## src/design/threefishPkg.sv

```systemverilog
`default_nettype none

// Shared Threefish definitions for the subkey injection engine
package threefishPkg;

	// Threefish works on 64-bit words throughout
	localparam int WordWidth = 64;

	// One cipher word of state, key or tweak
	typedef logic [WordWidth-1:0] wordT;

	// The key schedule parity constant
	// XORed with every key word it gives the extra key word N
	localparam wordT KeyParity = 64'h5555_5555_5555_5555;

	// Threefish-1024 uses subkeys 0 through 20
	// Five bits hold every index of that range
	localparam int SubkeyIdxWidth = 5;

	// The subkey index s of one injection
	typedef logic [SubkeyIdxWidth-1:0] subkeyIdxT;

endpackage

`default_nettype wire

```

## src/design/tweakScheduler.sv

```systemverilog
`default_nettype none

// Tweak side of the subkey schedule
// Produces the three addends for the top three state words
module tweakScheduler (
	input wire clk,
	input wire threefishPkg::wordT headTweak0,
	input wire threefishPkg::wordT headTweak1,
	input wire threefishPkg::subkeyIdxT headIdx,
	output threefishPkg::wordT tweakAddA,
	output threefishPkg::wordT tweakAddB,
	output threefishPkg::wordT idxAdd
);

	localparam int PadWidth = threefishPkg::WordWidth - threefishPkg::SubkeyIdxWidth;

	threefishPkg::wordT tweak2;
	threefishPkg::wordT selA;
	threefishPkg::wordT selB;
	logic [1:0] idxMod3;

	// The third tweak word is the XOR of the other two
	assign tweak2 = headTweak0 ^ headTweak1;
	assign idxMod3 = 2'(headIdx % 5'd3);

	// Word N-3 takes t(s mod 3) and word N-2 takes t((s+1) mod 3)
	always_comb
	begin
		case (idxMod3)
			2'd0:
			begin
				selA = headTweak0;
				selB = headTweak1;
			end
			2'd1:
			begin
				selA = headTweak1;
				selB = tweak2;
			end
			default:
			begin
				selA = tweak2;
				selB = headTweak0;
			end
		endcase
	end

	// Registered in the same cycle as the key side so both line up at the adder
	always_ff @(posedge clk)
	begin
		tweakAddA <= selA;
		tweakAddB <= selB;
		idxAdd <= {{PadWidth{1'b0}}, headIdx};
	end

endmodule

`default_nettype wire

```

## config.mk

```make
export PLATFORM = sky130hd
export DESIGN_NAME = tweakScheduler
export DESIGN_NICKNAME = d
export VERILOG_FILES = /design/src/design/threefishPkg.sv /design/src/design/tweakScheduler.sv
export SDC_FILE = /design/constraint.sdc
export NUM_CORES = 1
export LEC_CHECK = 0
export ABC_AREA = 1
export BUFFER_PORTS_ARGS = -buffer_cell sky130_fd_sc_hd__clkbuf_2
export CAP_MARGIN = 30
export CELL_PAD_IN_SITES_DETAIL_PLACEMENT = 1
export CELL_PAD_IN_SITES_GLOBAL_PLACEMENT = 2
export CORE_MARGIN = 1
export CORE_UTILIZATION = 26
export CTS_BUF_LIST = sky130_fd_sc_hd__clkbuf_2
export DETAILED_ROUTE_END_ITERATION = 8
export PLACE_DENSITY = 0.81
export RECOVER_POWER = 25
export SKIP_LAST_GASP = 1
export SYNTH_ARGS = -nofsm -noshare
export SYNTH_HDL_FRONTEND = slang
export SYNTH_SLANG_ARGS = --single-unit
```

## constraint.sdc

```tcl
create_clock -name clk -period 2.28 [get_ports clk]
set_input_delay 0.228 -clock clk [delete_from_list [all_inputs] [get_ports clk]]
set_output_delay 0.228 -clock clk [all_outputs]
set_load 0.01 [all_outputs]
```

# Yosys cells after proc, flatten, opt, wreduce, memory -nomap -nowiden

Index checks and enable logic that the tools add are counted.

Logic and storage cells: 9
Register bits: 133
Bits in read-only memories: 0
Bits in writable memories: 0
Input port bits: 134
Bits in latches: 0
Output and inout port bits: 192
Memories kept: 0

Shifts and indexed selects: 0
Magnitude comparators: 0
Div/mod/pow operators: 1
Muxes and demuxes: 2
$mul: 0
Bitwise logic cells: 1
Add/sub/neg operators: 0
Reduce and logical (&&, ||, !) cells: 1
Equal/unequal tests: 1

Operators by type and width:

| cell                                                                   | count |
|---|---|
| 64-bit case mux with 2 select lines                                    | 2 |
| 64-bit bitwise XOR                                                     | 1 |
| 5-bit by 2-bit modulo with 5-bit output (second input constant)        | 1 |
| 2-bit by 1-bit equality test with 1-bit output (second input constant) | 1 |
| 2-bit zero test                                                        | 1 |

# Logic depth before layout (Yosys ltp)

Depth in word-level cells: 3
Mapped depth: 18
Mapped depth without buffers: 16

# Worst setup path after synthesis

OpenSTA, ideal clock, no wires.

Kind: input port to flip-flop
Start point: input port headIdx[2]
End point: register tweakAddA[51]
Stages on the path: 17
Setup slack: 0.406 ns
Buffers on the path: 2
Setup time: 0.120 ns
Data arrival time: 1.754 ns
Path through: inv_1 nand3_2 nand2_2 inv_2 nand2_2 nand2_1 nand2_2 inv_1 ha_1 inv_1 nand3_2 nand2_2 nand2_4 buf_6 buf_2 nand3_1 nand3_1

Word-level cells in the longest chain between the ends: 3

RTL lines:

| item                                                                              | RTL line             | source |
|---|---|---|
| start: declaration                                                                | tweakScheduler.sv:9  | `input wire threefishPkg::subkeyIdxT headIdx,` |
| 5-bit by 2-bit modulo with 5-bit output (*)                                       | tweakScheduler.sv:24 | `assign idxMod3 = 2'(headIdx % 5'd3);` |
| 2-bit by 1-bit equality test with 1-bit output or 2-bit zero test (tied branches) | tweakScheduler.sv:29 | `case (idxMod3)` |
| 64-bit case mux with 2 select lines (*)                                           | tweakScheduler.sv:29 |  |
| via selA[51]                                                                      | tweakScheduler.sv:18 | `threefishPkg::wordT selA;` |
| end signal: assignment                                                            | tweakScheduler.sv:51 | `tweakAddA <= selA;` |
| end: declaration                                                                  | tweakScheduler.sv:10 | `output threefishPkg::wordT tweakAddA,` |

The timed path passes the listed nets; every way through them passes the cells marked *.

# Worst setup path in the final report

Start point: input port headIdx[3]
End point: register tweakAddB[27]

Word-level cells in the longest chain between the ends: 3

RTL lines:

| item                                                                              | RTL line             | source |
|---|---|---|
| 5-bit by 2-bit modulo with 5-bit output (*)                                       | tweakScheduler.sv:24 |  |
| 2-bit by 1-bit equality test with 1-bit output or 2-bit zero test (tied branches) | tweakScheduler.sv:29 |  |
| 64-bit case mux with 2 select lines (*)                                           | tweakScheduler.sv:29 |  |
| via selB[27]                                                                      | tweakScheduler.sv:19 | `threefishPkg::wordT selB;` |
| end signal: assignment                                                            | tweakScheduler.sv:52 | `tweakAddB <= selB;` |
| end: declaration                                                                  | tweakScheduler.sv:11 | `output threefishPkg::wordT tweakAddB,` |

Marks and branches as above.

==> out/metrics.csv <==
stage,metric,value,unit
min_path,Worst Hold Depth,2,
floorplan,Die X,167.2,µm
power_and_ir_drop,"IR drop worst, VDD",0.0002739,V
logic_synthesis,Synth Instances,900,
logic_synthesis,Synth Area per Inst,7.881,µm²
finish,area delta synth->final,40.50,%
floorplan,Die Height,167.2,µm
logic_synthesis,share of flip-flops with an asynchronous set or reset,0,
global_routing,initial antenna violation count,2,
setup_path,Crit Path Class,primary input to register,
route,final wirelength,25660,µm
setup_path,worst-path cell chain,dlygate4sd3_1 -> clkbuf_2 -> inv_2 -> nand3_2 -> nand2_2 -> inv_2 -> nand2_2 -> nand2_1 -> nand2_2 -> inv_1 -> ha_1 -> inv_1 -> nand3_2 -> nand2_4 -> nand2_8 -> buf_12 -> nand3_1 -> nand3_1,
min_path,Hold WC Path Type,primary input to register,
clock_network,Max Root-Sink Buffers,2,
clock_network,CTS buffer count,17,
global_routing,largest net degree at the start of global routing,93,
timing,Final Hold Fails,0,
clock_network,clock sinks,133,
timing,crit path time final,2122,ps
global_routing,total global routing overflow,0,
timing,"Slew Viols, Final",0,
status,status,completed,
setup_path,Worst setup EP type,register,
clock_network,CTS H-tree depth,4,
logic_synthesis,sequential fraction of the synthesis area,0.3754,
finish,Finished Core Util,0.3708,
floorplan,# rows,60,
route,routed vias,7909,
global_routing,GRT Total Usage,0.1798,
timing,"Setup violations, final",0,
logic_synthesis,Post-synth EDFFs,0,
setup_path,Setup crit start kind,primary input,
global_routing,vias in the first global route,8054,
route,Starting DRT DRC Count,415,
finish,nets,1402,
route,Final ANT Viol Nets,0,
clock_network,CTS tree,yes,
logic_synthesis,Yosys top cell by area,dfxtp_1,
timing,RSZ-0062 raised after global routing,no,
floorplan,Initial Utilization,0.2639,
route,drt first pass iters,4,
logic_synthesis,top-count cell post-synth,nand3_1,
logic_synthesis,Synth Register Bits,133,
finish,layout cells sized above 1,0.2220,
logic_synthesis,commonest cells in the netlist,"515 x nand3_1, 133 x dfxtp_1, 65 x buf_4",
timing,Max Clock Freq,471.3,MHz
route,Routed WL per cell,15.82,µm
route,Residual DRC,0,
setup_path,Worst EP arrival,2710,ps
setup_path,crit-path max cell delay,550,ps
place,number of port buffers,266,
power_and_ir_drop,Lkg Pwr,4.651,nW
place,DP Wirelength,16780,µm
timing,Final Cycle Share,0.9305,
clock_network,Worst-path clk slew,220,ps
logic_synthesis,synth top area cells,"dfxtp_1 38%, nand3_1 36%, xor2_1 7.9%",
clock_network,Clock Tree Root,clkbuf_2,
route,DR vias/cell,4.876,
power_and_ir_drop,PwrDens,779.3,nW/µm²
setup_path,"Slowest-stage cell, CP",dlygate4sd3_1,
logic_synthesis,top cell type's share of synthesized area,0.3754,
floorplan,die area,27950,µm²
floorplan,core footprint,26880,µm²
setup_path,Critical Path Fanout Max,55,
logic_synthesis,Ys Warns,0,
timing,TNS Setup,0,ps
logic_synthesis,count of different cell masters after synthesis,18,
timing,worst hold slack,218.2,ps
logic_synthesis,ys flop type,dfxtp_1,
place,gpl congestion,0.7394,
flow_run,MaxCap Viol Count,0,
logic_synthesis,Syn Std Cell Area,7093,µm²
setup_path,CP dominant cell by count,nand2_2,
global_routing,global-route wire length before repair,40720,µm
finish,FILL cells,3351,
setup_path,required time worst endpoint,2860,ps
floorplan,I/O Pins,326,
metrics by stage:
step           std cells  instance area [µm²]  worst slack (ps)  power, W
3_3_place_gp        1455                 8467             108.8  0.006087
2_1_floorplan        958                 7311             406.1  0.005002
5_1_grt             1622                 9966             5.769  0.008292
3_5_place_dp        1455                 8467             6.793  0.006141
4_1_cts             1620                10040             287.6  0.007941
6_report            1622                 9966             158.4  0.007766
per-layer routing:
metal  part of all wire  vias to the layer above  global-route usage  wire length, µm
li1                   -                     3761                   -                -
met1               0.43                     3841              0.2074            10920
met5                  0                        -                   0                0
met2               0.51                      267              0.3269            13010
met4              0.023                        0             0.07459              595
met3              0.044                       40             0.03073             1136
state kept, by name, summed over array words and instances (netlist names):
signal     flops
tweakAddA     64
tweakAddB     64
idxAdd         5
area by class of cell:
class                           count  area [µm²]  area share
Antenna cell                        2       5.005   0.0005022
Timing Repair Buffer              432        2995      0.3006
Sequential cell                   133        2663      0.2672
Inverter                           14       52.55    0.005273
Tap cell                          341       426.7     0.04281
Clock inverter                     14       150.1     0.01507
Multi-Input combinational cell    668        3583      0.3596
Clock buffer                       18       90.09    0.009040
report_power, final:
group	leakage (nW)	switching [W]	internal, W
Clock	0.132	0.00104	0.000516
Sequential	1.12	0.000168	0.00289
Combinational	3.40	0.00194	0.00121
cells in the final DEF (no fill, tap or decap), drive strengths merged:
| cell type | instances |
|---|---|
| bufinv | 2 |
| clkinvlp | 5 |
| dlygate4sd3 | 133 |
| o21bai | 1 |
| conb | 59 |
| clkbuf | 284 |
| ha | 2 |
| xor2 | 64 |
| inv | 19 |
| nand3 | 520 |
| nand4 | 1 |
| clkinv | 2 |
| diode | 2 |
| buf | 33 |
| nor2 | 2 |
| nand2 | 19 |
| dfxtp | 133 |
repair_timing:
action | CTS | global route
hold buffers | 133 | 0
endpoints found under the setup margin | 0 | 0
setup buffers | 0 | 0
resized for setup | 0 | 0
endpoints found under the hold margin | 133 | 0
path summary, 6_finish.rpt:
path,start,slack (ps),end
setup / recovery,headIdx[3],160,tweakAddB[27]
hold / removal,headIdx[1],220,idxAdd[1]
critical path: cells and delay by family:
kind	cells	cell delay, ps
buffers and inverters	7	1200
AND/OR/NAND/NOR	10	1060
adder cells (fa/ha/maj)	1	190
logic make-up after synthesis:
group,after synthesis,synth area share
AOI/OAI and AO/OA,1,0.001059
DFF,133,0.3754
and+or+nand+nor,542,0.3863
adders and majority gates,2,0.003527
other,1,0.0005287
xor gates and xnor gates,64,0.07903
buffers and inverters,157,0.1542
(Power assumes the default switching activity.)
